--- src/common/gfx_pkg.sv ---
package gfx_pkg;

    // host bus address width, frame buffer plus the offset register
    localparam int ADDR_W = 16;

    // four pixels per word, pixel 0 in the low byte
    typedef logic [31:0] word_t;

    // one enable per byte lane
    typedef logic [3:0] byte_mask_t;

    // 3-3-2 pixel, red in the top bits
    typedef logic [7:0] color_t;

    localparam byte_mask_t mask_none = 4'b0000;
    localparam byte_mask_t mask_full = 4'b1111;

    // the half masks never reach the RAM
    // they select fill mode, one data bit per byte
    localparam byte_mask_t mask_half_lo = 4'b0011;
    localparam byte_mask_t mask_half_hi = 4'b1100;

endpackage

--- src/frame_buffer/frame_buffer_ram.sv ---
`timescale 1ns/1ps

module frame_buffer_ram #(
    parameter int FB_WORDS = 8,
    localparam int AW = (FB_WORDS > 1) ? $clog2(FB_WORDS) : 1
) (
    input  logic                vga_clk,
    input  logic [AW-1:0]       a_addr_i,
    input  gfx_pkg::byte_mask_t a_we_i,
    input  gfx_pkg::word_t      a_wdata_i,
    output gfx_pkg::word_t      a_rdata_o,
    input  logic [AW-1:0]       b_addr_i,
    output gfx_pkg::word_t      b_rdata_o
);

    // one memory per byte lane so each lane has its own write enable
    for (genvar i = 0; i < 4; i++) begin : g_lane
        logic [7:0] lane_mem [FB_WORDS];
        logic [7:0] a_q;
        logic [7:0] b_q;

        // port A, read-first on a write to the same word
        always_ff @(posedge vga_clk) begin
            if (a_we_i[i]) begin
                lane_mem[a_addr_i] <= a_wdata_i[8*i +: 8];
            end
            a_q <= lane_mem[a_addr_i];
        end

        // port B, video side
        always_ff @(posedge vga_clk) begin
            b_q <= lane_mem[b_addr_i];
        end

        assign a_rdata_o[8*i +: 8] = a_q;
        assign b_rdata_o[8*i +: 8] = b_q;
    end

    a_addr_range: assert property (@(posedge vga_clk) a_addr_i < FB_WORDS);
    b_addr_range: assert property (@(posedge vga_clk) b_addr_i < FB_WORDS);

endmodule

--- config.mk ---
export PLATFORM = sky130hd
export DESIGN_NAME = frame_buffer_ram
export DESIGN_NICKNAME = d
export VERILOG_FILES = /design/src/common/gfx_pkg.sv /design/src/frame_buffer/frame_buffer_ram.sv
export SDC_FILE = /design/constraint.sdc
export NUM_CORES = 1
export LEC_CHECK = 0
export ABC_AREA = 1
export BUFFER_PORTS_ARGS = -buffer_cell sky130_fd_sc_hd__buf_2
export CORE_MARGIN = 3
export CORE_UTILIZATION = 45
export CTS_BUF_LIST = sky130_fd_sc_hd__clkbuf_2 sky130_fd_sc_hd__clkbuf_4 sky130_fd_sc_hd__clkbuf_8
export DETAILED_ROUTE_END_ITERATION = 6
export GPL_TIMING_DRIVEN = 0
export PLACE_DENSITY_LB_ADDON = 0.3
export SLEW_MARGIN = 20
export SYNTH_ARGS = -nofsm -noshare
export SYNTH_HDL_FRONTEND = slang
export SYNTH_SLANG_ARGS = --single-unit
--- constraint.sdc ---
create_clock -name vga_clk -period 4.4 [get_ports vga_clk]
set_clock_uncertainty 0.2 [all_clocks]
set_input_delay 0.88 -clock vga_clk [delete_from_list [all_inputs] [get_ports vga_clk]]
set_output_delay 0.88 -clock vga_clk [all_outputs]
set_load 0.1 [all_outputs]
Word-level counts from Yosys, hierarchy flattened

Memories as Yosys holds them, arrays and structs flattened. A register that Yosys moved wholly into a read port is not among the register bits.
Index checks and enable logic that the tools add are counted.

$add $sub $neg: 0
$mul: 0
Divide/modulo/power cells: 0
$lt $le $gt $ge: 0
Equal/unequal tests: 0
Shifts and indexed selects: 0
Mux-type cells: 8
Bitwise operators: 0
Reduce and logical (&&, ||, !) cells: 0

Operators with widths:

| cell   | count |
|---|---|
| $mux 1 | 8 |

Bits in registers: 0
Bits in latches: 0
Bits in writable memories: 256
Memory bits (read-only): 0
Input bits: 43
Output and inout bits: 64
Word-level logic and storage cells: 12
Memories: 4

Memory list:

| memory             | words | width | read ports | clocked after Yosys merged registers in | write ports | RTL line               | source |
|---|---|---|---|---|---|---|---|
| g_lane[0].lane_mem | 8     | 8     | 2          | 2                                       | 1           | frame_buffer_ram.sv:18 | `logic [7:0] lane_mem [FB_WORDS];` |
| g_lane[1].lane_mem | 8     | 8     | 2          | 2                                       | 1           | frame_buffer_ram.sv:18 |  |
| g_lane[2].lane_mem | 8     | 8     | 2          | 2                                       | 1           | frame_buffer_ram.sv:18 |  |
| g_lane[3].lane_mem | 8     | 8     | 2          | 2                                       | 1           | frame_buffer_ram.sv:18 |  |

Logic depth before layout (Yosys ltp)

Depth in word-level cells: 2
Gate-level depth with buffers: 10
Depth with buffers taken out: 7

Least setup slack after synthesis

Ideal clock, no wire load.

Path type: input to register
Start point: input port a_addr_i[0]
End point: memory g_lane[0].lane_mem[6][0] (enable)
Library setup time: 0.370 ns
Arrival: 1.815 ns
Required time: 3.830 ns
Setup slack: 2.015 ns
Cell stages on the path: 6
Buffers on the path: 3
Path through: buf_6 -> inv_4 -> buf_8 -> buf_6 -> nand3_1 -> nor2_1

RTL lines:

| item               | RTL line               | source |
|---|---|---|
| start: declaration | frame_buffer_ram.sv:8  | `input logic [AW-1:0] a_addr_i,` |
| end: declaration   | frame_buffer_ram.sv:18 |  |

No word-level cell before the write port.

Final worst setup path

Start point: input port a_addr_i[1]
End point: memory g_lane[2].lane_mem[2][4] (enable)

RTL lines:

| item             | RTL line |
|---|---|
| end: declaration | frame_buffer_ram.sv:18 |

No word-level cell before the write port.

==> results.cfg <==
[critical_path]
worstPathRequired_ps = 4450
reg2reg_from = g_lane[2].lane_mem[1][7]
worstPathMaxFanout = 10
critPathLaunchType = input port
r2r_end = g_lane[2].b_q[7]
endpoint_kind = register
cp.arrival_ps = 2770
worstSetupPathType = input port to register
cp-endpoint = g_lane[2].lane_mem[2][4]
reg2reg_depth = 6
critPathLaunch = a_addr_i[1]
regToRegSetupSlack_ps = 3160

[global_route]
track_usage_pct = 25.7
grt_pass1_vias = 12600
grt-ovfl-total = 0
grt_pass1_wl_mm = 69.8
grt_max_degree = 14
antenna_found_initial = 2

[die]
start_util_pct = 45.8
coreArea_sq_mm = 0.0336
num_rows = 67
die_w_um = 191
io_pins = 107
dieArea_sq_mm = 0.0364
dieHeight_um = 191

[route]
post_drt_wl_per_cell_um = 18.2
drc = 1
drt-initial-drc-count = 1441
drt-vias-per-instance = 5.04
antenna_left = 0
vias = 13000
routed_wl_mm = 47.0
firstDrtPassIters = 7

[pwr]
power_per_cell_area_mw_per_mm2 = 422
p_leak_nw = 9.05
irDropWorstVdd_uv = 291
power.total_w = 0.00744

[yosys]
synth_area_leaders = edfxtp_1 (50%), nand2_1 (26%), dfxtp_1 (8.3%)
synth_warnings = 0
ys_seq_area_share_pct = 58.3
ys_ff_latch = 320
synth_cell_types = 14
postSynthCellCount = 1937
synth_top_area_share_pct = 50.0
synth_top_area_cell = edfxtp_1
syn_area_per_cell_sq_um = 7.94
syn-num-nets = 1980
syn_area_sq_mm = 0.0154

[clock_tree]
cts_root_buf = clkbuf_8
cts_resized = 0
cts.sinks = 320
numCtsBuffers = 54
cts_max_path_buffers = 3
post_cts_buffers = 0
cts_tree = yes
cts_hold_buf = 0
clk_pin_slew_ps = 70
clk_latency_ps = 640
htreeDepth = 2

[sta]
slew_headroom_pct = 21.8
period_needed_ps = 2720
final.setup.tns_ps = 0
min_period_over_period_pct = 61.9
drv_slew = 0
grt_setup_unrepaired = no
setup_viol = 0
final_hold_viol_count = 0
setup_ws_ps = 1680
worst_pin_slew_ps = 1170
clock.fmax_ghz = 0.367

[placed_design]
dp.cells = 2487
dp_slack_ps = 1130
dp_hpwl_mm = 30.9
gp_congestion = 0.927
port_buffers = 102

[hold_path]
hp-class = input port to register
holdCritStartpoint = a_wdata_i[16]

[cells_and_area]
syn_to_final_growth_pct = 14.5
drive_gt1_share_pct = 13.0
nets = 2138
finalNonFillerCells = 2588
final_util_pct = 52.4
final_cell_mix = nand2_1 (1077), inv_1 (262), edfxtp_1 (256), buf_2 (161), nand3_1 (134)
diodes = 0
layout_commonest_cell = nand2_1

[status]
outcome = finished with violations
violations = DRC

[run]
drv_cap = 0
state kept, by name, indices dropped and copies added, names as in the netlist:
signal           flops
g_lane.b_q          32
g_lane.a_q          32
g_lane.lane_mem    256
metal layers:
layer | vias up | track usage [%] | routed length, um
met5 | - | 0 | 23
met4 | 4 | 11.7 | 2010
met3 | 155 | 5.24 | 4420
met2 | 707 | 42.4 | 21700
met1 | 5944 | 32.7 | 18900
li1 | 6222 | - | -
kinds of logic (layout without fill, tap and decap cells):
group                  count (synthesis)  in the layout  share of synthesized area [%]
flip-flops                           320            320                           58.3
buffers and inverters                364            567                           9.99
AND/OR/NAND/NOR                     1253           1253                           31.7
cell type report:
cell class	instances	area (sq um)
fill	3118	16000
timing repair buffer	102	510
tap	448	561
inverter	266	1000
clock buffer	84	1040
multi-input combinational	1253	4890
sequential	320	8970
buffer	98	536
clock inverter	17	116
cells in the mapped netlist:
library cell     n
buf_6           11
inv_2            3
buf_8            1
dfxtp_1         64
edfxtp_1       256
nor2_1          38
inv_1          262
buf_2           59
nand4_1          4
nand2_1       1077
nand3_1        134
inv_4            1
clkbuf_1        16
buf_1           11
worst min-delay path by stage:
stage                               endpoint  depth (start not counted)  slack (ps)
floorplan                   g_lane[3].a_q[6]                          4         340
global placement            g_lane[0].a_q[6]                          6         430
detailed placement          g_lane[1].a_q[3]                          6         440
CTS                 g_lane[3].lane_mem[2][7]                          1         280
global route        g_lane[3].lane_mem[3][7]                          1         290
finish              g_lane[2].lane_mem[5][0]                          1         310
worst max-delay path, stage by stage:
cell     delay (ps)
buf_2           280
buf_2           340
nand3_1         290
nor2_1          960
power breakdown:
part / switching, W / internal [W] / total, W / leakage [nW]
Combinational: 0.000956 / 0.000224 / 0.00118 / 5.56
Sequential: 0.0000474 / 0.00341 / 0.00346 / 2.86
Clock: 0.00123 / 0.00157 / 0.00280 / 0.622
through the flow:
stage / hold slack (ps) / area, sq um
2_1_floorplan: 342 / 15400
3_3_place_gp: 434 / 16500
3_5_place_dp: 439 / 16500
4_1_cts: 285 / 17600
5_1_grt: 293 / 17600
6_report: 312 / 17600
No activity file was read; power rests on OpenSTA's default activity.
