`src/common/gfx_pkg.sv`:
```
package gfx_pkg;

    // host bus address width, frame buffer plus the offset register
    localparam int ADDR_W = 16;

    // four pixels per word, pixel 0 in the low byte
    typedef logic [31:0] word_t;

    // one enable per byte lane
    typedef logic [3:0] byte_mask_t;

    // 3-3-2 pixel, red in the top bits
    typedef logic [7:0] color_t;

    localparam byte_mask_t mask_none = 4'b0000;
    localparam byte_mask_t mask_full = 4'b1111;

    // the half masks never reach the RAM
    // they select fill mode, one data bit per byte
    localparam byte_mask_t mask_half_lo = 4'b0011;
    localparam byte_mask_t mask_half_hi = 4'b1100;

endpackage

```
`src/frame_buffer/bus_port.sv`:
```
`timescale 1ns/1ps

module bus_port #(
    parameter int FB_WORDS = 8,
    localparam int AW = (FB_WORDS > 1) ? $clog2(FB_WORDS) : 1
) (
    input  logic                       vga_clk,
    input  logic                       rst,
    input  logic                       req_valid_i,
    input  logic                       req_write_i,
    input  logic [gfx_pkg::ADDR_W-1:0] req_addr_i,
    input  gfx_pkg::word_t             req_wdata_i,
    input  gfx_pkg::byte_mask_t        req_mask_i,
    output logic                       req_ready_o,
    output logic                       rsp_valid_o,
    output gfx_pkg::word_t             rsp_rdata_o,
    input  logic                       rsp_ready_i,
    output logic [AW-1:0]              ram_addr_o,
    output gfx_pkg::byte_mask_t        ram_we_o,
    output gfx_pkg::word_t             ram_wdata_o,
    input  gfx_pkg::word_t             ram_rdata_i,
    input  logic                       frame_end_i,
    output logic [AW-1:0]              scroll_offset_o
);
    import gfx_pkg::*;

    // offset register sits right after the frame buffer
    localparam logic [ADDR_W-1:0] CFG_ADDR = ADDR_W'(FB_WORDS);

    typedef enum logic [1:0] {
        st_idle,
        st_rd_wait,
        st_rsp
    } state_t;

    state_t        state;
    logic          rsp_from_ram;
    logic [AW-1:0] pending_offset;
    logic          accept;
    logic          is_cfg;
    logic          fill_mode;

    function automatic word_t bit_expand(input logic [3:0] bits);
        word_t w;
        for (int i = 0; i < 4; i++) begin
            w[8*i +: 8] = {8{bits[i]}};
        end
        return w;
    endfunction

    assign req_ready_o = (state == st_idle);
    assign rsp_valid_o = (state == st_rsp);
    assign accept = req_valid_i && req_ready_o;
    assign is_cfg = (req_addr_i == CFG_ADDR);
    assign fill_mode = (req_mask_i == mask_half_lo) || (req_mask_i == mask_half_hi);

    // port A stays on the read address until the response is taken,
    // so the RAM output holds still under back-pressure
    assign rsp_rdata_o = rsp_from_ram ? ram_rdata_i : word_t'(pending_offset);

    always_ff @(posedge vga_clk or posedge rst) begin
        if (rst) begin
            state <= st_idle;
            rsp_from_ram <= 1'b0;
            ram_addr_o <= '0;
            ram_we_o <= mask_none;
        end else begin
            ram_we_o <= mask_none;
            case (state)
                st_idle: begin
                    if (accept && req_write_i && !is_cfg) begin
                        ram_addr_o <= req_addr_i[AW-1:0];
                        ram_we_o <= fill_mode ? mask_full : req_mask_i;
                    end else if (accept && !req_write_i) begin
                        if (is_cfg) begin
                            rsp_from_ram <= 1'b0;
                            state <= st_rsp;
                        end else begin
                            ram_addr_o <= req_addr_i[AW-1:0];
                            rsp_from_ram <= 1'b1;
                            state <= st_rd_wait;
                        end
                    end
                end
                // RAM latches the address this cycle
                st_rd_wait: begin
                    state <= st_rsp;
                end
                st_rsp: begin
                    if (rsp_ready_i) begin
                        state <= st_idle;
                    end
                end
                default: begin
                    state <= st_idle;
                end
            endcase
        end
    end

    always_ff @(posedge vga_clk) begin
        if (accept && req_write_i) begin
            ram_wdata_o <= fill_mode ? bit_expand(req_wdata_i[3:0]) : req_wdata_i;
        end
    end

    // new offset is shown from the next frame on
    always_ff @(posedge vga_clk or posedge rst) begin
        if (rst) begin
            pending_offset <= '0;
            scroll_offset_o <= '0;
        end else begin
            if (accept && req_write_i && is_cfg) begin
                pending_offset <= AW'(req_wdata_i % FB_WORDS);
            end
            if (frame_end_i) begin
                scroll_offset_o <= pending_offset;
            end
        end
    end

    rsp_blocks_req: assert property (
        @(posedge vga_clk) disable iff (rst)
        rsp_valid_o && !rsp_ready_i |=> rsp_valid_o && !req_ready_o
    );

    rsp_data_stable: assert property (
        @(posedge vga_clk) disable iff (rst)
        rsp_valid_o && !rsp_ready_i |=> $stable(rsp_rdata_o)
    );

    wr_addr_range: assert property (
        @(posedge vga_clk) disable iff (rst)
        accept && req_write_i |-> req_addr_i <= CFG_ADDR
    );

endmodule

```
`config.mk`:
```
export PLATFORM = sky130hd
export DESIGN_NAME = bus_port
export DESIGN_NICKNAME = d
export VERILOG_FILES = /design/src/common/gfx_pkg.sv /design/src/frame_buffer/bus_port.sv
export SDC_FILE = /design/constraint.sdc
export NUM_CORES = 1
export LEC_CHECK = 0
export BUFFER_PORTS_ARGS = -buffer_cell sky130_fd_sc_hd__buf_4
export CORE_MARGIN = 2
export CORE_UTILIZATION = 40
export DETAILED_ROUTE_END_ITERATION = 10
export GPL_TIMING_DRIVEN = 0
export PLACE_DENSITY = 0.78
export REMOVE_ABC_BUFFERS = 1
export SLEW_MARGIN = 5
export SYNTH_ARGS = -nofsm -noshare
export SYNTH_HDL_FRONTEND = slang
export SYNTH_SLANG_ARGS = --single-unit
```
`constraint.sdc`:
```
create_clock -name vga_clk -period 2.3 [get_ports vga_clk]
set_input_delay 0.345 -clock vga_clk [delete_from_list [all_inputs] [get_ports vga_clk]]
set_output_delay 0.345 -clock vga_clk [all_outputs]
set_load 0.02 [all_outputs]
```
; After elaboration in Yosys (flattened, before gate mapping)
; Index checks and enable logic that the tools add are counted.
[totals]
in_bits = 90
regBits = 48
output_inout_bits = 76
elab_cells = 44
[op_classes]
mux = 14
bitwise = 1
n_reduce_logical = 13
n_eq_ne = 9
[op_table]
columns = cell, count
row1 = $mux 32, 2
row2 = $eq 16x4->1 const B, 1
row3 = $mux 4, 3
row4 = $mux 3, 3
row5 = $reduce_and 3->1, 3
row6 = $mux 2, 4
row7 = $ne 2x1->1 const B, 3
row8 = $pmux 2 s3, 1
row9 = $logic_and 1x1->1, 5
row10 = $eq 4x2->1 const B, 1
row11 = $eq 4x4->1 const B, 1
row12 = $eq 2x1->1 const B, 1
row13 = $eq 2x2->1 const B, 1
row14 = $logic_not 1->1, 2
row15 = $logic_not 2->1, 1
row16 = $ne 2x2->1 const B, 1
row17 = $reduce_bool 2->1, 1
row18 = $logic_or 1x1->1, 1
row19 = $mux 1, 1
row20 = $not 1->1, 1

; Longest topological paths before layout
[logic_depth]
ltp_word = 6
ltp_mapped = 6
ltp_nobuf = 5

; Worst setup path after synthesis
; OpenSTA, ideal clock, no wires.
[synth_timing]
path_type = reg-to-reg
startpoint = register state[1]
endpoint = register ram_we_o[0]
path_stages_with_launch = 6
t_required_ps = 2219
arrival_ps = 2006
period_less_slack_ps = 2088
path_slack_ps = 212
setup_time_ps = 81
path_buffers = 0
path_cell_list = dfrtp_1 > nor2_1 > nand3_1 > inv_1 > nand2_1 > a21oi_1
[synth_via]
elab_chain_cells = 6
[synth_rtl]
columns = item, line
row1 = start: declaration, bus_port.sv:36  ; state_t state;
row2 = start signal: assignment, bus_port.sv:63  ; state <= st_idle;
row3 = start signal: assignment, bus_port.sv:77  ; state <= st_rsp;
row4 = start signal: assignment, bus_port.sv:81  ; state <= st_rd_wait;
row5 = $logic_not 2->1 (*), bus_port.sv:51  ; assign req_ready_o = (state == st_idle);
row6 = named net req_ready_o, bus_port.sv:14  ; output logic req_ready_o,
row7 = $logic_and 1x1->1, bus_port.sv:53  ; assign accept = req_valid_i && req_ready_o;
row8 = $logic_and 1x1->1 (2 in series), bus_port.sv:71  ; if (accept && req_write_i && !is_cfg) begin
row9 = $mux 4, bus_port.sv:71
row10 = $mux 4 (*), bus_port.sv:69  ; case (state)
row11 = end signal: assignment, bus_port.sv:66  ; ram_we_o <= mask_none;
row12 = end signal: assignment, bus_port.sv:68  ; ram_we_o <= mask_none;
row13 = end signal: assignment, bus_port.sv:73  ; ram_we_o <= fill_mode ? mask_full : req_mask_i;
row14 = end: declaration, bus_port.sv:19  ; output gfx_pkg::byte_mask_t ram_we_o,
; Mark *: on every way through the listed nets, which the timed path passes. The rest lies on a longest branch.
; A chain may end at the register's enable or synchronous reset.

; Final worst setup path
[layout_timing]
startpoint = register rsp_from_ram
endpoint = output rsp_rdata_o[0]
[layout_via]
elab_chain_cells = 1
[layout_rtl]
columns = item, line
row1 = start: declaration, bus_port.sv:37  ; logic rsp_from_ram;
row2 = start signal: assignment, bus_port.sv:64  ; rsp_from_ram <= 1'b0;
row3 = start signal: assignment, bus_port.sv:76  ; rsp_from_ram <= 1'b0;
row4 = start signal: assignment, bus_port.sv:80  ; rsp_from_ram <= 1'b1;
row5 = $mux 32, bus_port.sv:59  ; assign rsp_rdata_o = rsp_from_ram ? ram_rdata_i : word_t'(pending_offset);
row6 = end: declaration, bus_port.sv:16  ; output gfx_pkg::word_t rsp_rdata_o,
; No other way between the ends.

==> run summary <==
Status - finished, final reports clean
Max-slew violation count - 0
Buffers on Ports - 165
Via count - 1910
CTS Buffer Depth - 2
Synth top area cells - edfxtp_1 44%, dfrtp_1 18%, nand2_1 11%
Tightest Pin Transition - 1.214 ns
Worst hold slack - 0.1160 ns
Post-Syn Area - 2192 µm²
Final net count - 450
Ports - 166
Seq cells post-synth - 48
Post-Layout Cell Count - 431
Largest fanout on the critical path - 33
Dpl hpwl - 4.474 mm
CP top delay family - flip-flops
Cells after Synth - 198
Iteration-0 DRC count of the detailed router - 66
Critical Path Stages - 2
Worst-path clk slew - 0.08 ns
Max Fclk - 497.1 MHz
Peak supply drop - 0.7279 mV
Leak - 1.796 nW
Area delta synth->final - 62.73%
Clk pwr share - 20.6%
Post-synth top area cell - edfxtp_1
Initial Util - 42.12%
Mapped Avg Cell Area - 11.07 µm²
Fin. Hold Viols - 0
Full die area - 6089 µm²
Critical R2R Launch - state[1]
Num CTS Buffers - 5
All-layer global routing usage - 17.92%
CP Launch Type - flip-flop
WL/cell - 12.99 µm
Skew final - 0.004551 ns
Global-route wire length before repair - 8.631 mm
Die W - 78.03 µm
Dpl ws - -0.01926 ns
Comb pwr share - 31.4%
CP Capture Type - output pin
Slowest CP cell - dfrtp_1
Yosys top cell area share - 43.84%
Synth unique cells - 22
Reg power frac - 48.0%
Worst r2r dst - ram_we_o[0]
Site Rows - 26
ANT nets after route - 0
H-tree depth - 2
R2r setup slk - 0.47 ns
Layout cell share with drive strength beyond 1 - 53.19%
CP peak stage delay - 0.81 ns
Clk sinks - 48
MaxCap Viol Count - 0
Hold Path Class - in2async
Hold Buf Count CTS - 0
Gpl congestion - 0.7667
RSZ-0062 raised after global routing - no
Via-to-Cell Ratio - 4.432
Worst setup path category - reg2out
Placed cells - 423
Max_slew headroom - 18.93%
Core area - 5205 µm²
Worst setup margin - 0.2882 ns
Post-route DRC - 0
YS warnings - 0
Minimum clock period - 2.012 ns
ANT cells - 0
Remaining global-route overflow - 0
1st-pass router iterations - 4
Clock Latency Late Sink - 0.29 ns
R2R depth - 5
NetSw - 670.7 µW
Fillers - 424
Die H - 78.03 µm
CTS tree - built
Switching portion of total power - 29.62%
Fin util - 68.53%
Vias in the first global route - 1819
Tcrit/Tclk final - 87.47%
Antenna violations before repair - 0
Register area share after synthesis - 62.10%
Largest net degree at the start of global routing - 36
Final setup viols - 0
Total Routed Length - 5.597 mm
Worst Path Required - 1.96 ns
CP arrival - 1.67 ns
Power per cell area - 634.7 nW/µm²
WP buf/inv - 1
Worst-path cell chain - mux2_2 -> buf_4
Root buf cell - clkbuf_8
Int Pwr - 1.593 mW
-- power by group through the flow --
stage	Combinational (mW)	Clock [mW]	Sequential [mW]
2_1_floorplan	0.236	0	1.21
3_3_place_gp	0.706	0	1.10
3_5_place_dp	0.719	0	1.10
4_1_cts	0.721	0.481	1.09
5_1_grt	0.763	0.516	1.10
6_report	0.711	0.467	1.09
-- through the flow --
| step | instance area [µm²] | power [mW] | TNS [ns] |
|---|---|---|---|
| CTS | 3567 | 2.287 | 0 |
| finish | 3567 | 2.264 | 0 |
| global route | 3567 | 2.376 | 0 |
| floorplan | 2155 | 1.448 | 0 |
| detailed placement | 3481 | 1.823 | -0.04894 |
| global placement | 3481 | 1.806 | 0 |
-- sequential cells by signal (all words and copies together) (netlist names) --
| name | cells |
|---|---|
| ram_wdata_o | 32 |
| ram_we_o | 4 |
| pending_offset | 3 |
| ram_addr_o | 3 |
| scroll_offset_o | 3 |
| state | 2 |
| rsp_from_ram | 1 |
-- cell families after synthesis --
group | count (synthesis) | synth area share, %
AOI/OAI and AO/OA | 5 | 1.541
buffers and inverters | 13 | 2.226
DFF | 48 | 62.10
muxes | 13 | 6.678
and+or+nand+nor | 119 | 27.45
-- cell usage after synthesis (all sizes together) --
cell,count
nand2,65
nor2,10
o21a,1
a21oi,2
a31oi,1
nand3b,1
inv,3
nor4,3
o32a,1
clkbuf,10
mux2,13
nand2b,4
nor4b,1
nand3,2
nand4,1
or3b,1
dfrtp,16
nor2b,1
and2,30
edfxtp,32
-- worst max path at each step --
stage | slack [ns] | start | end
after global routing | 0.11 | rsp_from_ram | rsp_rdata_o[0]
final | 0.29 | rsp_from_ram | rsp_rdata_o[0]
after CTS | 0.26 | rsp_from_ram | rsp_rdata_o[2]
after floorplan | 0.21 | state[1] | ram_we_o[0]
after detailed placement | -0.02 | req_mask_i[3] | ram_wdata_o[19]
after global placement | 0.06 | req_mask_i[3] | ram_wdata_o[19]
-- area by class of cell --
class | count | area (µm²) | area share [%]
Clock inverter | 3 | 13.76 | 0.3858
Inverter | 3 | 15.01 | 0.4209
Tap cell | 70 | 87.58 | 2.455
Timing Repair Buffer | 165 | 1239 | 34.72
Multi-Input combinational cell | 137 | 782.0 | 21.92
Clock buffer | 5 | 68.82 | 1.929
Sequential cell | 48 | 1361 | 38.16
-- placed cells by master, fill, tap and decap left out, drive strengths merged --
master,netlist,layout
a21oi,2,2
a31oi,1,1
and2,30,30
buf,0,165
clkbuf,10,5
clkinv,0,3
clkinvlp,0,1
dfrtp,16,16
edfxtp,32,32
inv,3,2
mux2,13,13
nand2,65,65
nand2b,4,4
nand3,2,2
nand3b,1,1
nand4,1,1
nor2,10,10
nor2b,1,1
nor4,3,3
nor4b,1,1
o21a,1,1
o32a,1,1
or3b,1,1
-- metal layers --
layer / routed length [µm] / share of wire (%) / track usage (%)
met1: 2129 / 38 / 20.71
met2: 2949 / 53 / 31.64
met3: 437 / 7.8 / 5.287
met4: 81 / 1.4 / 6.316
met5: 0 / 0 / 0
-- repair_timing --
item	4_1_cts	5_1_grt
buffers inserted	0	0
gates resized for setup	1	0
setup endpoints to repair	1	0
No activity file was read; power rests on OpenSTA's default activity.
