<file path="src/logic/vga_timing.sv">
`timescale 1ns/1ps

module vga_timing #(
    parameter int H_VISIBLE = 320,
    parameter int H_FRONT   = 8,
    parameter int H_SYNC    = 32,
    parameter int H_BACK    = 40,
    parameter int V_VISIBLE = 240,
    parameter int V_FRONT   = 3,
    parameter int V_SYNC    = 4,
    parameter int V_BACK    = 6,
    parameter bit HSYNC_POL = 1'b0,
    parameter bit VSYNC_POL = 1'b0
) (
    input  logic vga_clk,
    input  logic rst,
    output logic hsync_o,
    output logic vsync_o,
    output logic de_o,
    output logic frame_end_o
);

    // line and frame order: sync, back porch, visible, front porch
    localparam int H_TOTAL = H_SYNC + H_BACK + H_VISIBLE + H_FRONT;
    localparam int V_TOTAL = V_SYNC + V_BACK + V_VISIBLE + V_FRONT;
    localparam int H_START = H_SYNC + H_BACK;
    localparam int V_START = V_SYNC + V_BACK;
    localparam int HW = $clog2(H_TOTAL);
    localparam int VW = $clog2(V_TOTAL);

    logic [HW-1:0] h_cnt;
    logic [VW-1:0] v_cnt;
    logic          h_last;
    logic          v_last;
    logic          h_vis;
    logic          v_vis;

    assign h_last = (h_cnt == HW'(H_TOTAL - 1));
    assign v_last = (v_cnt == VW'(V_TOTAL - 1));
    assign h_vis = (h_cnt >= HW'(H_START)) &&
                   ({1'b0, h_cnt} < (HW + 1)'(H_START + H_VISIBLE));
    assign v_vis = (v_cnt >= VW'(V_START)) &&
                   ({1'b0, v_cnt} < (VW + 1)'(V_START + V_VISIBLE));

    always_ff @(posedge vga_clk or posedge rst) begin
        if (rst) begin
            h_cnt <= '0;
            v_cnt <= '0;
        end else if (h_last) begin
            h_cnt <= '0;
            v_cnt <= v_last ? '0 : v_cnt + 1'b1;
        end else begin
            h_cnt <= h_cnt + 1'b1;
        end
    end

    // one register stage between the counters and the outputs
    always_ff @(posedge vga_clk or posedge rst) begin
        if (rst) begin
            hsync_o <= ~HSYNC_POL;
            vsync_o <= ~VSYNC_POL;
            de_o <= 1'b0;
            frame_end_o <= 1'b0;
        end else begin
            hsync_o <= (h_cnt < HW'(H_SYNC)) ? HSYNC_POL : ~HSYNC_POL;
            vsync_o <= (v_cnt < VW'(V_SYNC)) ? VSYNC_POL : ~VSYNC_POL;
            de_o <= h_vis && v_vis;
            frame_end_o <= h_last && v_last;
        end
    end

endmodule

</file>
<file path="config.mk">
export PLATFORM = sky130hd
export DESIGN_NAME = vga_timing
export DESIGN_NICKNAME = d
export VERILOG_FILES = /design/src/logic/vga_timing.sv
export SDC_FILE = /design/constraint.sdc
export NUM_CORES = 1
export LEC_CHECK = 0
export BUFFER_PORTS_ARGS = -buffer_cell sky130_fd_sc_hd__buf_2
export CAP_MARGIN = 10
export CORE_MARGIN = 1.5
export CORE_UTILIZATION = 55
export CTS_CLUSTER_SIZE = 10
export DETAILED_ROUTE_END_ITERATION = 8
export HOLD_SLACK_MARGIN = 0.03
export PLACE_DENSITY = 0.73
export SETUP_SLACK_MARGIN = 0.2
export SYNTH_ARGS = -nofsm -noshare
export SYNTH_HDL_FRONTEND = slang
export SYNTH_SLANG_ARGS = --single-unit
</file>
<file path="constraint.sdc">
create_clock -name vga_clk -period 2.25 [get_ports vga_clk]
set_clock_uncertainty 0.1 [all_clocks]
set_input_delay 0.1125 -clock vga_clk [delete_from_list [all_inputs] [get_ports vga_clk]]
set_output_delay 0.1125 -clock vga_clk [all_outputs]
set_load 0.01 [all_outputs]
</file>
Word-level counts from Yosys, hierarchy flattened. Index checks and enable logic that the tools add are counted.

Add/sub/neg operators: 2. Multiply operators: 0. Divide/modulo/power cells: 0. $lt $le $gt $ge: 6. Eq/ne operators: 2. Shifts and indexed selects: 0. Muxes and demuxes: 4. Bitwise gates (word level): 0. Reductions and logical operators: 4.

Operators with widths (number): $add 9x1->9 const B (1); $eq 9x9->1 const B (1); $ge 9x7->1 const B (1); $lt 9x6->1 const B (1); $lt 9x9->1 const B (1); $mux 9 (1); $add 8x1->8 const B (1); $eq 8x8->1 const B (1); $ge 8x4->1 const B (1); $lt 8x3->1 const B (1); $lt 8x8->1 const B (1); $mux 8 (1); $logic_and 1x1->1 (4); $mux 1 (2).

Register bits: 21. Latch bits: 0. Memory bits (writable): 0. Bits in read-only memories: 0. Bits of input ports: 2. Output and inout port bits: 4. Word-level logic and storage cells: 24. Memories kept: 0.

Logic depth before layout (Yosys ltp). Gate-level depths: netlist of the first run.

Word-level depth: 3. Mapped depth: 6. Depth with buffers taken out: 6.

Worst setup path after synthesis of the first run. Ideal clock, no wire load.

Path kind: reg-to-reg. Start: register h_cnt[6]. End: register v_cnt[7]. Library setup time: 0.066 ns. Arrival: 1.691 ns. Data required time: 2.084 ns. Setup slack: 0.393 ns. Stages on the path, launching flop included: 6. Path buffers: 1. Period minus slack after synthesis: 1.857 ns. Cells stage by stage: dfrtp_1 buf_6 nand4bb_4 or3_4 or4_1 nand2_1.

Word-level cells in the longest chain between the ends: 1.

Ends and longest elaborated chain: start, declared (line 31) `logic [HW-1:0] h_cnt;`; start signal, assigned (line 53) `h_cnt <= h_cnt + 1'b1;`; $eq 9x9->1 (line 38) `assign h_last = (h_cnt == HW'(H_TOTAL - 1));`; end signal, assigned (line 51) `v_cnt <= v_last ? '0 : v_cnt + 1'b1;`; end, declared (line 32) `logic [VW-1:0] v_cnt;`.

No other way between the ends. A chain may end at the register's enable or synchronous reset.

Final worst setup path of the first run. Ends and elaborated chain as after synthesis.

==> run metrics, run 1 <==
status=finished, final reports clean; total track usage=approximately a fifth; Leak=0.524 nW; Max FO, Critical Path=8; Remaining DRCs=0; TritonCTS clock tree=done; Worst Path Required=~2400 ps; antenna cells=0; vias in the first global route=685; minimum clock period=1940 ps; PortBufs=5; wire length per cell=about 13 um; final hold slack=slightly below 400 ps; nature of the critical path startpoint=flip-flop; FF+latch count, synth=21; clk_lat worst skew=300 ps; CTS resizes=0; Pre-antenna DRT Iters=4; die area=2280 um2; r2r setup slk=approximately 310 ps; Cell Area, Synth=around 1100 um2; instance count of the mapped netlist=109; Syn Area/Cell=10.1 um2; Synth area leader=dfrtp_1; Area Growth Syn to Fin=6.46%; Root Buffer=clkbuf_4; Die Ht=47.8 um; Fmax achieved=~520 MHz; Critical Path Max Stage Delay=510 ps; Detail Placement HPWL=about 1300 um; Placed Area=1140 um2; Syn. warnings=0; Vias/cell=5.63; layout cell share with drive strength beyond 1=14.8%; detailed-route via count=800; total gr overflow=0; R2R Path Start=h_cnt[6]; routability cong.=roughly 0.86; largest net degree at the start of global routing=22; Nets=approximately 120; worst path cell trace=nand4bb_4 -> or3_4 -> or4_1 -> nand2_1; H-tree depth=1; worst r2r path cells=4; Mapped Nets=around 120; Placeable Area=1920 um2; Max-Cap Viols=0; drt first-iter violations=23; initial antenna violation count=0; power density cells=approximately 480 nW/um2; I/O pin cnt=6; final instance area=1170 um2; chip width=47.8 um; worst reg2reg endpoint=v_cnt[7]; CP max stage cell=or4_1; CP Capture Type=flip-flop; Seq/Total Area, Yosys=between 40 and 50%; post-synth cell types=33; endpoints failing hold=0; CP startpoint=h_cnt[6]; Max Slew Vio Count=0; final setup violation count=0; relative slew slack=48.7%; worst slew pin tran=768 ps; top cell type's share of synthesized area=43.1%; Final ANT Viol Nets=0; Detailed Route WL=approximately 1800 um; setup TNS=0 ps; Max clock buf depth=2; Final Cycle Share=a little under nine tenths; hold crit path type=in -> async; initial core utilization=a little under three fifths; row count=16; Clock Pin Slew Worst Setup and Hold Paths=approximately 120 ps; Clock Sinks=21; first-pass GRT wire length=2880 um; RSZ-0062 raised after global routing=no; CP arrival=~2100 ps; Max IR drop VDD=0.332 mV; Crit Path Class=reg -> reg; CTS buffer count=3; synth top area cells=dfrtp_1, ha_1, dfstp_2
==> cells in the final DEF, fill, tap and decap left out, types with 2 or more instances in the layout <==
cell type	n
dfrtp_1	19
nor2_1	11
nand2_1	9
nand3_1	7
inv_1	7
xnor2_1	6
o21ai_0	5
ha_1	5
buf_2	5
and3_1	3
nand4_1	3
nor4_1	3
nor3_1	3
xor2_1	3
clkbuf_4	3
mux2i_1	2
or4_1	2
or4_2	2
a21oi_1	2
dfstp_2	2
==> stage by stage <==
stage               total power, mW  worst slack [ps]  utilization (%)  cells
finish                        0.560               313             61.1    142
global route                  0.596               251             61.1    142
CTS                           0.571               316             61.1    142
detailed placement            0.393               336             59.2    137
global placement              0.393               365             59.2    137
floorplan                     0.390               393                -    109
==> kinds of logic (layout without fill, tap and decap cells) <==
| kind of cell | count (synthesis) | in the layout | share of synthesized area [%] |
|---|---|---|---|
| and+or+nand+nor | 49 | 49 | 25.7 |
| adders and majority gates | 5 | 5 | 5.67 |
| xor gates and xnor gates | 9 | 9 | 7.14 |
| muxes | 2 | 2 | 1.81 |
| AOI/OAI and AO/OA | 12 | 12 | 7.14 |
| DFF | 21 | 21 | 47.8 |
| buffers and inverters | 11 | 17 | 4.65 |
==> power breakdown <==
group	internal [mW]	switching, mW
registers	0.377	0
clock network	0.0661	0.108
logic	0.00182	0.00720
total	0.445	0.115
==> worst max-delay path: cells and delay by family, from the launching register on <==
| family | cells | cell delay (ps) |
|---|---|---|
| and+or+nand+nor | 4 | 1320 |
| DFF | 1 | 470 |
==> state kept, by name (all words and copies together) (netlist names) <==
register / flops
hsync_o: 1
de_o: 1
vsync_o: 1
frame_end_o: 1
h_cnt: 9
v_cnt: 8
==> final cells by class <==
class                   count  area [um2]
clock buffers               3        22.5
clock inverters             1        5.00
fillers                   165         747
inverters                   7        26.3
flip-flops and latches     21         528
multi-input cells          77         524
repair buffers              6        35.0
well taps                  27        33.8
==> Yosys cell counts <==
cell type	n
o21ai_0	5
or3_1	1
xnor2_1	6
or4_1	2
xor2_1	3
or4_2	2
nand3_1	7
buf_6	1
nand4bb_4	1
o2111ai_1	1
nand4b_1	1
clkbuf_2	1
clkbuf_1	1
a21oi_1	2
a311oi_1	1
dfstp_2	2
nor4_1	3
and4_1	1
inv_1	7
o31ai_1	1
o31a_2	1
mux2i_1	2
and3_1	3
ha_1	5
nand4_1	3
nor3_1	3
nor2_1	11
nand2_1	9
buf_2	1
or3_4	1
o31a_1	1
and2_2	1
dfrtp_1	19
==> repair_timing <==
| action | in CTS | in global routing |
|---|---|---|
| endpoints found under the setup margin | 0 | 0 |
| endpoints found under the hold margin | 19 | 0 |
| buffers inserted | 0 | 0 |
| hold buffers | 1 | 0 |
==> routing by layer <==
| layer | share of wire, % | wire [um] | global-route usage [%] | vias up |
|---|---|---|---|---|
| met5 | 0 | 0 | 0 | - |
| met4 | 0.72 | 13 | 8.11 | 0 |
| met3 | 3.0 | 54 | 4.53 | 2 |
| met2 | 48 | 866 | 30.1 | 16 |
| met1 | 48 | 861 | 23.8 | 387 |
| li1 | - | - | - | 395 |
==> worst max path at each step <==
stage,end,slack (ps),depth (start not counted)
after CTS,v_cnt[7],320,4
after floorplan,v_cnt[7],390,5
after global routing,v_cnt[7],250,4
after global placement,v_cnt[7],360,4
after detailed placement,v_cnt[7],340,4
final,v_cnt[7],310,4
(Power assumes the default switching activity.)
==> run 2, diff against run 1 <==
- ABC_AREA: not set -> 1
- PLACE_DENSITY: 0.73 -> 0.74
==> run metrics, run 2 <==
XOR/XNOR share of the synthesized area=3.86% (-3.3 points); Max Slew Vio Count=0 (unchanged); instance count of the mapped netlist=142 (+30%); endpoints failing hold=0 (unchanged); I/O pin cnt=6 (unchanged); detailed-route via count=903 (+13%); EDFF count, synth=0 (unchanged); antenna cells=0 (unchanged); drt first-iter violations=12 (-48%); critical path depth in cells=6 (+2); final hold slack=362 ps (-22.5 ps); Multi-input gate area=514 um2 (-1.9%); Cell Area, Synth=1130 um2 (+2.7%); Syn. warnings=0 (unchanged); CP arrival=1650 ps (-430 ps); relative slew slack=48.7% (about the same); compound-cell area share of the yosys netlist=6.84% (-0.30 points); worst r2r path cells=6 (+2); most flop-heavy register=h_cnt; hold crit path type=in -> async; Final ANT Viol Nets=0 (unchanged); synth top area cells=dfrtp_1, nand2_1, inv_1; status=finished, final reports clean; r2r setup slk=740 ps (+420 ps); Most used DFF post-synth=dfrtp_1; CP max stage cell=dfrtp_1; commonest non-fill, non-tap cell in the layout=nand2_1; minimum clock period=1510 ps (-424 ps); Synth area leader=dfrtp_1; worst reg2reg endpoint=v_cnt[2]; top cell type's share of synthesized area=41.9% (-1.1 points); PortBufs=5 (unchanged); layout cell share with drive strength beyond 1=10.6% (-4.2 points); H-tree depth=1 (unchanged); CP startpoint=h_cnt[0]; vias in the first global route=921 (+34%); wire length per cell=11.2 um (-11%); Regs by FF count=h_cnt x9, v_cnt x8; Max IR drop VDD=0.315 mV (-5.0%); Pre-antenna DRT Iters=4 (unchanged); Crit Path Class=reg -> reg; Detailed Route WL=1990 um (+11%); worst path cell trace=ha_1 -> nand3_2 -> nor3_4 -> buf_4 -> nand3_1 -> o21ai_0; Nets=159 (+29%); chip width=48.4 um (+1.3%); register cell area after layout=528 um2 (unchanged); count leader, synth=nand2_1; Root Buffer=clkbuf_4; largest net degree at the start of global routing=22 (unchanged); Die Ht=48.4 um (+1.3%); mux share of post-synthesis cell area=0% (-1.8 points); Max FO, Critical Path=15 (+7); Remaining DRCs=0 (unchanged); row count=16 (unchanged); setup TNS=0 ps (unchanged); max reg flops=9 (unchanged); routability cong.=0.816 (-4.7%); CP Capture Type=flip-flop; Async SR Flop Fraction=100% (unchanged); Leak=0.642 nW (+22%); most frequent cells in the layout=nand2_1, inv_1, dfrtp_1; Synth Area in Simple Gates=29.1% (+3.4 points); Syn Area/Cell=7.98 um2 (-21%); Seq/Total Area, Yosys=46.6% (-1.3 points); final setup violation count=0 (unchanged); GR Util met1=25.2% (+1.4 points); CTS resizes=0 (unchanged); CTS buffer count=3 (unchanged); Placeable Area=1940 um2 (+1.0%); CP delay by family, top=simple AND/OR/NAND/NOR gates; Clock Pin Slew Worst Setup and Hold Paths=120 ps (about the same); Fmax achieved=661 MHz (+28%); Mapped Nets=149 (+28%); combinational family with the most area after synthesis=simple AND/OR/NAND/NOR gates; initial antenna violation count=0 (unchanged); first-pass GRT wire length=3750 um (+30%); total gr overflow=0 (unchanged); FF+latch count, synth=21 (unchanged); Worst setup endpoint=v_cnt[2]; nature of the critical path startpoint=flip-flop; Max clock buf depth=2 (unchanged); Final Cycle Share=67.3% (-19 points); Area Growth Syn to Fin=7.73%; R2R Path Start=h_cnt[0]; TritonCTS clock tree=done; die area=2340 um2 (+2.5%); Synth top cells by count=nand2_1, inv_1, dfrtp_1; Buf/Inv on CP=1 (+1); Worst Path Required=2390 ps (about the same); Clock Sinks=21 (unchanged); initial core utilization=58.4% (+0.95 points); worst slew pin tran=769 ps (+0.576 ps); power density cells=470 nW/um2 (-1.5%); area share of fa/ha/maj cells after synthesis=5.52% (-0.15 points); fillers=188 (+14%); clk_lat worst skew=310 ps (about the same); post-synth cell types=21 (-36%); busiest grt layer=met2; Vias/cell=5.07 (-10%); GR Util met3=4.32% (-0.21 points); met2 Use GR=33.6% (+3.4 points); overall power=574 uW (+2.4%); Max-Cap Viols=0 (unchanged); Critical Path Max Stage Delay=400 ps (-110 ps); Detail Placement HPWL=1460 um (+10%); RSZ-0062 raised after global routing=no; total track usage=20.7% (+2.0 points)
## run 2: changes by cell type after synthesis, moves of 5 or more
cell     change
nor2_1       +6
xnor2_1      -5
inv_1       +13
nand2_1     +27
nand3_1      +7
## run 2: worst min-delay path by stage
stage	start	to	slack, ps	depth (start not counted)
2_1_floorplan	rst	de_o	-10	1
3_3_place_gp	rst	v_cnt[4]	200	2
3_5_place_dp	rst	v_cnt[6]	200	2
4_1_cts	rst	v_cnt[4]	400	3
5_1_grt	h_cnt[0]	h_cnt[0]	430	1
6_report	rst	frame_end_o	360	3
## run 2: logic make-up after synthesis
| kind of cell | count (synthesis) |
|---|---|
| compound gates | 14 |
| xor+xnor | 5 |
| fa+ha+maj | 5 |
| buf+inv | 22 |
| flops | 21 |
| simple gates | 75 |
## run 2: final cells by class
type                       count  share of cell area (%)
tap                           27                    2.77
inverter                      20                    6.15
multi-input combinational     99                    42.1
timing repair buffer           7                    3.48
sequential                    21                    43.2
clock inverter                 1                   0.410
clock buffer                   3                    1.84
## run 2: where the power goes
group	switching [mW]	internal [mW]
clock network	0.121	0.0665
registers	0	0.378
logic	0.00716	0.00182
## run 2: routing by layer
layer  routed length [um]  part of all wire (%)
met1                  964                    48
met2                  922                    46
met3                   58                   2.9
met4                   46                   2.3
met5                    0                     0
## run 2: tightest hold or removal path: cells and delay by family
kind | cells | cell delay [ps]
buf+inv | 3 | 1190
## run 2: timing repair
action | CTS | global route
hold buffers | 1 | 0
buffers inserted | 0 | 0
endpoints found under the hold margin | 19 | 0
## run 2: stage by stage
stage / utilization [%] / std cells / cell area, um2 / setup slack [ps]
finish: 62.9 / 178 / 1220 / 737
global route: 62.9 / 178 / 1220 / 621
CTS: 62.9 / 178 / 1220 / 731
detailed placement: 61.0 / 173 / 1180 / 758
global placement: 61.0 / 173 / 1180 / 814
floorplan: - / 142 / 1130 / 815
