File: src/common/gfx_pkg.sv
package gfx_pkg;

    // host bus address width, frame buffer plus the offset register
    localparam int ADDR_W = 16;

    // four pixels per word, pixel 0 in the low byte
    typedef logic [31:0] word_t;

    // one enable per byte lane
    typedef logic [3:0] byte_mask_t;

    // 3-3-2 pixel, red in the top bits
    typedef logic [7:0] color_t;

    localparam byte_mask_t mask_none = 4'b0000;
    localparam byte_mask_t mask_full = 4'b1111;

    // the half masks never reach the RAM
    // they select fill mode, one data bit per byte
    localparam byte_mask_t mask_half_lo = 4'b0011;
    localparam byte_mask_t mask_half_hi = 4'b1100;

endpackage

File: src/logic/pixel_fetch.sv
`timescale 1ns/1ps

module pixel_fetch #(
    parameter int FB_WORDS = 8,
    localparam int AW = (FB_WORDS > 1) ? $clog2(FB_WORDS) : 1
) (
    input  logic             vga_clk,
    input  logic             rst,
    input  logic             hsync_i,
    input  logic             vsync_i,
    input  logic             de_i,
    input  logic             frame_end_i,
    input  logic [AW-1:0]    scroll_offset_i,
    output logic [AW-1:0]    ram_addr_o,
    input  gfx_pkg::word_t   ram_rdata_i,
    output logic             hsync_o,
    output logic             vsync_o,
    output logic             de_o,
    output gfx_pkg::color_t  rgb_o
);
    import gfx_pkg::*;

    localparam int PIX_TOTAL = FB_WORDS * 4;
    localparam int PW = $clog2(PIX_TOTAL + 1);
    localparam int SW = AW + 1;

    logic [PW-1:0] pix_cnt;
    logic [SW-1:0] word_base;
    logic [SW-1:0] word_sum;
    logic [1:0]    byte_sel;
    word_t         word_q;
    word_t         cur_word;

    // counts de cycles from the start of the frame
    always_ff @(posedge vga_clk or posedge rst) begin
        if (rst) begin
            pix_cnt <= '0;
        end else if (frame_end_i) begin
            pix_cnt <= '0;
        end else if (de_i) begin
            pix_cnt <= pix_cnt + 1'b1;
        end
    end

    assign word_base = SW'(pix_cnt >> 2);
    assign word_sum = word_base + SW'(scroll_offset_i);

    // both terms are below FB_WORDS so one subtraction wraps
    assign ram_addr_o = (word_sum >= SW'(FB_WORDS)) ? AW'(word_sum - SW'(FB_WORDS))
                                                  : AW'(word_sum);

    always_ff @(posedge vga_clk or posedge rst) begin
        if (rst) begin
            de_o <= 1'b0;
            byte_sel <= '0;
        end else begin
            de_o <= de_i;
            byte_sel <= pix_cnt[1:0];
        end
    end

    // syncs delayed to line up with rgb
    always_ff @(posedge vga_clk) begin
        hsync_o <= hsync_i;
        vsync_o <= vsync_i;
    end

    // word arrives with byte 0 and later bytes come from the latch
    always_ff @(posedge vga_clk) begin
        if (de_o && byte_sel == 2'd0) begin
            word_q <= ram_rdata_i;
        end
    end

    assign cur_word = (byte_sel == 2'd0) ? ram_rdata_i : word_q;
    assign rgb_o = de_o ? color_t'(cur_word[8*byte_sel +: 8]) : '0;

    pix_cnt_range: assert property (
        @(posedge vga_clk) disable iff (rst)
        de_i |-> pix_cnt < PW'(PIX_TOTAL)
    );

endmodule

File: config.mk
export PLATFORM = sky130hd
export DESIGN_NAME = pixel_fetch
export DESIGN_NICKNAME = d
export VERILOG_FILES = /design/src/common/gfx_pkg.sv /design/src/logic/pixel_fetch.sv
export SDC_FILE = /design/constraint.sdc
export NUM_CORES = 1
export LEC_CHECK = 0
export BUFFER_PORTS_ARGS = -buffer_cell sky130_fd_sc_hd__buf_2
export CAP_MARGIN = 20
export CORE_ASPECT_RATIO = 0.6
export CORE_MARGIN = 2
export CORE_UTILIZATION = 44
export CTS_BUF_LIST = sky130_fd_sc_hd__clkbuf_4 sky130_fd_sc_hd__clkbuf_8
export DETAILED_ROUTE_END_ITERATION = 8
export GPL_ROUTABILITY_DRIVEN = 0
export PLACE_DENSITY = 0.73
export SETUP_SLACK_MARGIN = 0.5
export SYNTH_ARGS = -nofsm -noshare
export SYNTH_HDL_FRONTEND = slang
export SYNTH_SLANG_ARGS = --single-unit
File: constraint.sdc
create_clock -name vga_clk -period 3 [get_ports vga_clk]
set_clock_uncertainty 0.05 [all_clocks]
set_input_delay 0.6 -clock vga_clk [delete_from_list [all_inputs] [get_ports vga_clk]]
set_output_delay 0.6 -clock vga_clk [all_outputs]
set_load 0.02 [all_outputs]
Word level (Yosys, flattened, before mapping)

Index checks and enable logic that the tools add are counted.

Output and inout bits: 14
Bits of input ports: 41
Flip-flop bits (word level): 43

Muxes and demuxes: 5
Add/sub/neg operators: 3
Shifts and indexed selects: 1
$lt $le $gt $ge: 1
Reductions and logical operators: 3

Operators by type and width:

| kind                  | number |
|---|---|
| $mux W32              | 1 |
| $shiftx A32 B6 Y8     | 1 |
| $mux W6               | 2 |
| $mux W8               | 1 |
| $add A6 B1 Y6 const B | 1 |
| $add A4 B3 Y4         | 1 |
| $ge A4 B4 Y1 const B  | 1 |
| $mux W3               | 1 |
| $sub A3 B1 Y3 const B | 1 |
| $logic_not A2 Y1      | 1 |
| $reduce_bool A2 Y1    | 1 |
| $logic_and A1 B1 Y1   | 1 |

Longest topological paths before layout

Gate-level depths: netlist of the first run.

Depth in word-level cells: 4
Mapped depth: 4

Worst setup path before layout of the first run

OpenSTA, ideal clock, no wires.

Path type: reg2reg
From: reg byte_sel[0]
To: reg word_q[10], enable pin
Clock period less this slack: 2948 ps
Buffers on the path: 2
Data arrival time: 2458 ps
Required time: 2510 ps
Setup slack: 52 ps
Library setup time: 440 ps
Stages on the path, launching flop included: 4
Path through: dfrtp_1 buf_6 buf_12 nor3b_1

Word-level cells in the longest chain between the ends: 2

Ends and longest elaborated chain:

| what                   | line              | RTL |
|---|---|---|
| from (decl)            | pixel_fetch.sv:30 | `logic [1:0] byte_sel;` |
| from (signal assigned) | pixel_fetch.sv:58 | `byte_sel <= pix_cnt[1:0];` |
| $logic_not A2 Y1       | pixel_fetch.sv:70 | `if (de_o && byte_sel == 2'd0) begin` |
| $logic_and A1 B1 Y1    | pixel_fetch.sv:70 |  |
| to (signal assigned)   | pixel_fetch.sv:71 | `word_q <= ram_rdata_i;` |
| to (decl)              | pixel_fetch.sv:31 | `word_t word_q;` |

No other way between the ends.
A chain may end at the register's enable or synchronous reset.

Worst setup path after layout of the first run

From: reg pix_cnt[2]
To: out ram_addr_o[2]

Word-level cells in the longest chain between the ends: 3

Ends and longest elaborated chain:

| what                                          | line              | RTL |
|---|---|---|
| from (decl)                                   | pixel_fetch.sv:27 | `logic [PW-1:0] pix_cnt;` |
| from (signal assigned)                        | pixel_fetch.sv:41 | `pix_cnt <= pix_cnt + 1'b1;` |
| $add A4 B3 Y4 *                               | pixel_fetch.sv:46 | `assign word_sum = word_base + SW'(scroll_offset_i);` |
| $ge A4 B4 Y1 or $sub A3 B1 Y3 (tied branches) | pixel_fetch.sv:49 | `assign ram_addr_o = (word_sum >= SW'(FB_WORDS)) ? AW'(word_sum - SW'(FB_WORDS))` |
| $mux W3 *                                     | pixel_fetch.sv:49 |  |
| to (decl)                                     | pixel_fetch.sv:14 | `output logic [AW-1:0] ram_addr_o,` |

Every way passes the cells marked *; elsewhere a longest branch is shown, timed or not.

==> results of run 1 <==
-- flip-flops by register name, indices dropped and copies added (netlist names) --
signal and flops:
byte_sel 2, pix_cnt 5, vsync_o 1, hsync_o 1, de_o 1, word_q 24
-- report_power, final --
part / switching, mW / internal (mW) / total, mW
Clock: 0.150 / 0.168 / 0.318
Sequential: 0.0237 / 0.544 / 0.568
Combinational: 0.0719 / 0.0633 / 0.135
Total: 0.245 / 0.776 / 1.02
-- cells in the final DEF, fill, tap and decap left out, types with 2 or more instances in the layout --
cell | netlist | final
nor2_1 | 4 | 4
dfxtp_1 | 2 | 2
o22ai_1 | 8 | 8
mux2i_1 | 17 | 17
mux2_1 | 2 | 2
nand4_1 | 2 | 2
ha_1 | 2 | 2
clkbuf_8 | 0 | 5
edfxtp_1 | 24 | 24
nor2b_1 | 2 | 2
dfrtp_1 | 8 | 7
buf_2 | 0 | 54
xnor2_1 | 3 | 2
-- cell type report --
type	count	area (sq um)
fillers	233	1150
repair buffers	55	278
inverters	1	3.75
clock inverters	2	8.76
well taps	42	52.6
clock buffers	6	76.3
multi-input cells	47	415
flip-flops and latches	34	962
-- routing by layer --
layer	share of wire	vias up
li1	-	443
met5	0	-
met3	0.066	6
met4	0.020	0
met1	0.40	418
met2	0.52	29
-- repair_timing --
item	CTS	global route
endpoints found under the setup margin	2	1
endpoints found under the hold margin	0	0
pin swaps	1	0
setup buffers	0	0
resized for setup	1	2
-- worst max-delay path: stages (launching register included) --
cell	delay (ps)
dfrtp_1	430
ha_1	220
fa_2	370
xnor2_2	150
xnor2_1	130
buf_2	180
-- final timing paths --
path / start / to / slack [ps] / cells after the start
setup / recovery: pix_cnt[2] / ram_addr_o[2] / 600 / 5
min in group vga_clk: hsync_i / hsync_o / 380 / 1
setup reg to reg: byte_sel[0] / word_q[15] / 1450 / 2
hold reg to reg: pix_cnt[1] / byte_sel[1] / 400 / 0
max in group asynchronous: rst / byte_sel[0] / 2450 / 2
hold / removal: rst / pix_cnt[2] / 200 / 2
-- through the flow --
stage / instances / instance area (sq um)
detailed placement: 179 / 1700
global placement: 179 / 1700
global route: 187 / 1800
CTS: 187 / 1790
floorplan: 86 / 1410
finish: 187 / 1800
-- kinds of logic (layout without fill, tap and decap cells) --
kind of cell	after synthesis	count (layout)
AOI/OAI and AO/OA	10	10
xor gates and xnor gates	3	3
adders and majority gates	3	3
muxes	19	19
buffers and inverters	5	64
and+or+nand+nor	12	12
DFF	34	34
==> summary.txt, run 1 <==
Power and ir drop
  • Static Leak: 0.782 nW
  • PwrDens: 568 nW/um^2
  • Worst IR Drop VDD: 0.344 mV
  • Tot Pwr: 1.02 mW

Global route
  • Largest net degree at the start of global routing: 25
  • Initial antenna violation count: 0
  • Remaining Overflow, GRT: 0
  • Met2 GRT Util: 0.258
  • M1 GR Usage: 0.162
  • M3 GR Usage: 0.0660
  • Global route hottest layer: met2
  • Via count of the first global-routing pass: 857
  • GR Util All Layers: 0.150
  • First-pass GRT wire length: 3830 um

Die
  • Die Area: 3670 sq um
  • Num ports: 55
  • Core ar.: 2950 sq um
  • Die Wd: 76.9 um
  • Num rows: 15
  • Die height: 47.7 um
  • Starting Density: 0.476

Clocking
  • Longest Clk Path Bufs: 2
  • Worst-path clk slew: 70 ps
  • Total CTS buffers: 5
  • Hold buffers post-CTS: 0
  • Clock root buffer: clkbuf_8
  • Worst skew pair latency: 280 ps
  • CTS tree: done
  • Clock sinks: 34
  • Max H-tree Level: 2

Route
  • Via count: 896
  • DR WL/cell: 13.7 um
  • Post-route ant nets: 0
  • DRC viols: 0
  • Final WL: 2560 um
  • Drt pass-1 iters: 4
  • Vias per cell: 4.79
  • DRT iter0 DRCs: 56

Setup path
  • Crit Path Class: reg -> out
  • Required @ worst endpoint: 2350 ps
  • Critical path peak fanout: 5
  • CP Launch Type: register
  • Critical path endpoint category: output port
  • Worst path arrival time: 1750 ps

Synthesis
  • Yosys cell types: 23
  • Syn Nets: 130
  • Top FF cell, synth: edfxtp_1
  • Largest family of logic cells by synthesized area: multiplexers
  • Syn Area/Cell: 16.3 sq um
  • Synth area leaders: edfxtp_1 51%, dfrtp_1 14%, mux2i_1 12%
  • Synth Area in Simple Gates: 0.0464
  • Mux contribution to synthesized area: 0.138
  • Commonest cells in the netlist: 24 x edfxtp_1, 17 x mux2i_1, 8 x dfrtp_1, 8 x o22ai_1, 4 x nor2_1
  • Number of synthesized flops with an enable pin: 24
  • Ys Warns: 0
  • Synth Area in XOR/XNOR: 0.0188
  • Post-synth top area cell: edfxtp_1
  • Post-Syn Area: 1400 sq um
  • Area share of the largest cell type after synthesis: 0.514
  • Seq/Total Area, Yosys: 0.686
  • Compound-Gate Fraction of Synth Area: 0.0464
  • Most frequent cell after synthesis: edfxtp_1
  • Asr flop ratio synth: 0.235
  • Post-synthesis register bit count: 34
  • Syn Inst Count: 86
  • Adder-cell area share of the yosys netlist: 0.0321

STA
  • Peak Freq: 417 MHz
  • RSZ-0062 raised after global routing: false
  • Setup TNS: 0 ps
  • Slew Limit Fails: 0
  • Worst-Margin Slew: 507 ps
  • Setup violations, final: 0
  • Slew headroom: 0.662
  • Hold Slack: 201 ps
  • Final WS setup: 600 ps
  • Final cycle utilization of the critical path: 0.800
  • Fin. Hold Viols: 0
  • Crit path time final: 2400 ps

Finish
  • Number of diodes: 0
  • Fin util: 0.610
  • Area Growth Syn to Fin: 28.2%
  • Final Net Count: 188
  • Layout cells sized above 1: 0.462

Run
  • Max-Cap Viols: 0

Hold path
  • HP Class: in -> async

Place
  • # port buffers: 54
  • Setup WS pre-CTS: 534 ps

Outcome
  • Status: complete, no violations
No activity file was read; power rests on OpenSTA's default activity.
==> run 2: changes to the inputs <==
==> constraint.sdc (replaced) <==
create_clock -name vga_clk -period 1.9 [get_ports vga_clk]
set_clock_uncertainty 0.05 [all_clocks]
set_input_delay 0.38 -clock vga_clk [delete_from_list [all_inputs] [get_ports vga_clk]]
set_output_delay 0.38 -clock vga_clk [all_outputs]
set_load 0.02 [all_outputs]
==> summary.txt, run 2 (synthesized netlist as in run 1, its figures left out) <==
Finish
  • Most common cell after layout, fill and taps aside: buf_2
  • Post-route cell area: 2340 sq um
  • Number of diodes: 0
  • Fin util: 0.793
  • Final Net Count: 203
  • Most frequent cells in the layout: 43 x buf_2, 24 x edfxtp_1, 14 x buf_6, 11 x mux2i_4
  • Largest register FFs: 24
  • Filler Cell Count: 174
  • Area Growth Syn to Fin: 66.7%
  • Largest regs: word_q: 24 flops, pix_cnt: 5 flops, byte_sel: 2 flops
  • Reg area: 963 sq um
  • Layout cells sized above 1: 0.675
  • Reg with most FFs: word_q
  • Multi-input gate area: 668 sq um

Clocking
  • Clock sinks: 34
  • Longest Clk Path Bufs: 2
  • CTS tree: done
  • Clock root buffer: clkbuf_8
  • Worst-path clk slew: 70 ps
  • Worst skew pair latency: 280 ps
  • Max H-tree Level: 2
  • Total CTS buffers: 5

STA
  • Slew Limit Fails: 0
  • Slew headroom: 0.737
  • Final WS setup: -212 ps
  • Peak Freq: 473 MHz
  • Setup violations, final: 2
  • Fin. Hold Viols: 0
  • Final cycle utilization of the critical path: 1.11
  • Crit path time final: 2110 ps
  • RSZ-0062 raised after global routing: true
  • Worst-Margin Slew: 393 ps
  • Setup TNS: -250 ps

Outcome
  • Status: finished, violations left
  • Failing checks: setup timing

Power and ir drop
  • Static Leak: 0.938 nW
  • PwrDens: 811 nW/um^2
  • Worst IR Drop VDD: 0.748 mV

Setup path
  • Required @ worst endpoint: 1470 ps
  • Cell Chain, Critical Path: ha_2, fa_2, xnor2_2, xnor2_2, buf_4
  • Reg-to-reg setup timing slack: 190 ps
  • Crit Path Class: reg -> out
  • Crit path max-delay cell type: dfrtp_1
  • Critical path peak fanout: 2
  • Worst path arrival time: 1680 ps
  • Slowest cell delay on critical path: 390 ps
  • Most used cell, CP: xnor2_2
  • Critical path endpoint category: output port
  • CP Launch Type: register

Global route
  • Largest net degree at the start of global routing: 13
  • First-pass GRT wire length: 5010 um
  • Initial antenna violation count: 0
  • Remaining Overflow, GRT: 0
  • GR Util All Layers: 0.191
  • Via count of the first global-routing pass: 1098

Route
  • DR WL/cell: 16.6 um
  • Drt pass-1 iters: 6
  • DRC viols: 0
  • Vias per cell: 5.04
  • Via count: 1018
  • Post-route ant nets: 0
  • Final WL: 3350 um
  • DRT iter0 DRCs: 67

Die
  • Die height: 47.7 um
  • Num ports: 55
  • Die Wd: 76.9 um
  • Core ar.: 2950 sq um
  • Die Area: 3670 sq um
  • Starting Density: 0.476
  • Num rows: 15

Run
  • Max-Cap Viols: 0

Place
  • # port buffers: 54
  • HPWL after DPL: 2040 um
  • Placed instance area: 1850 sq um

Hold path
  • HP Class: in -> reg
run 2: cell types whose count changed in the layout (fill, tap and decap cells not counted), sizes merged:
cell and delta:
dlygate4sd3 +1, buf +13, clkbuf +1
run 2: through the flow:
step | instances | power, mW | setup slack (ps) | hold WS, ps
after floorplan | 86 | 1.11 | 120 | 146
after global placement | 183 | 1.18 | -24.4 | 284
after detailed placement | 183 | 1.20 | -73.1 | 290
after CTS | 201 | 1.88 | -214 | 144
after global routing | 202 | 1.97 | -262 | 137
final | 202 | 1.89 | -212 | 151
run 2: report_power, final:
part / switching [mW] / internal (mW)
combinational: 0.205 / 0.274
sequential: 0.0398 / 0.862
clock: 0.248 / 0.266
total: 0.493 / 1.40
run 2: layout make-up:
cell class	count	area share
sequential	34	0.412
multi-input combinational	47	0.286
timing repair buffer	70	0.241
clock buffer	6	0.0327
tap	42	0.0225
clock inverter	2	0.00375
inverter	1	0.00161
run 2: what timing repair did:
action | in CTS | in global routing
endpoints found under the hold margin | 8 | 0
setup buffers | 6 | 1
gates resized for setup | 52 | 9
hold buffers | 1 | 0
setup endpoints to repair | 35 | 35
gates cloned | 3 | 0
pin swaps | 5 | 4
run 2: per-layer routing:
metal	global-route usage	wire length [um]	vias up	part of all wire
met1	0.230	1390	496	0.42
li1	-	-	479	-
met3	0.0679	189	5	0.056
met4	0.0473	38	0	0.011
met5	0	0	-	0
met2	0.344	1730	38	0.52
run 2: final timing paths:
path | end | cells after the start | from
setup / recovery | ram_addr_o[2] | 5 | pix_cnt[2]
hold / removal | vsync_o | 1 | vsync_i
setup reg to reg | word_q[23] | 6 | byte_sel[0]
hold reg to reg | byte_sel[1] | 0 | pix_cnt[1]
max in group asynchronous | byte_sel[0] | 3 | rst
min in group asynchronous | pix_cnt[4] | 3 | rst
run 2: critical path, delay by kind of cell, from the launching register on:
family / cells / cell delay (ps)
buf+inv: 1 / 150
flops: 1 / 390
xor+xnor: 2 / 320
fa+ha+maj: 2 / 550
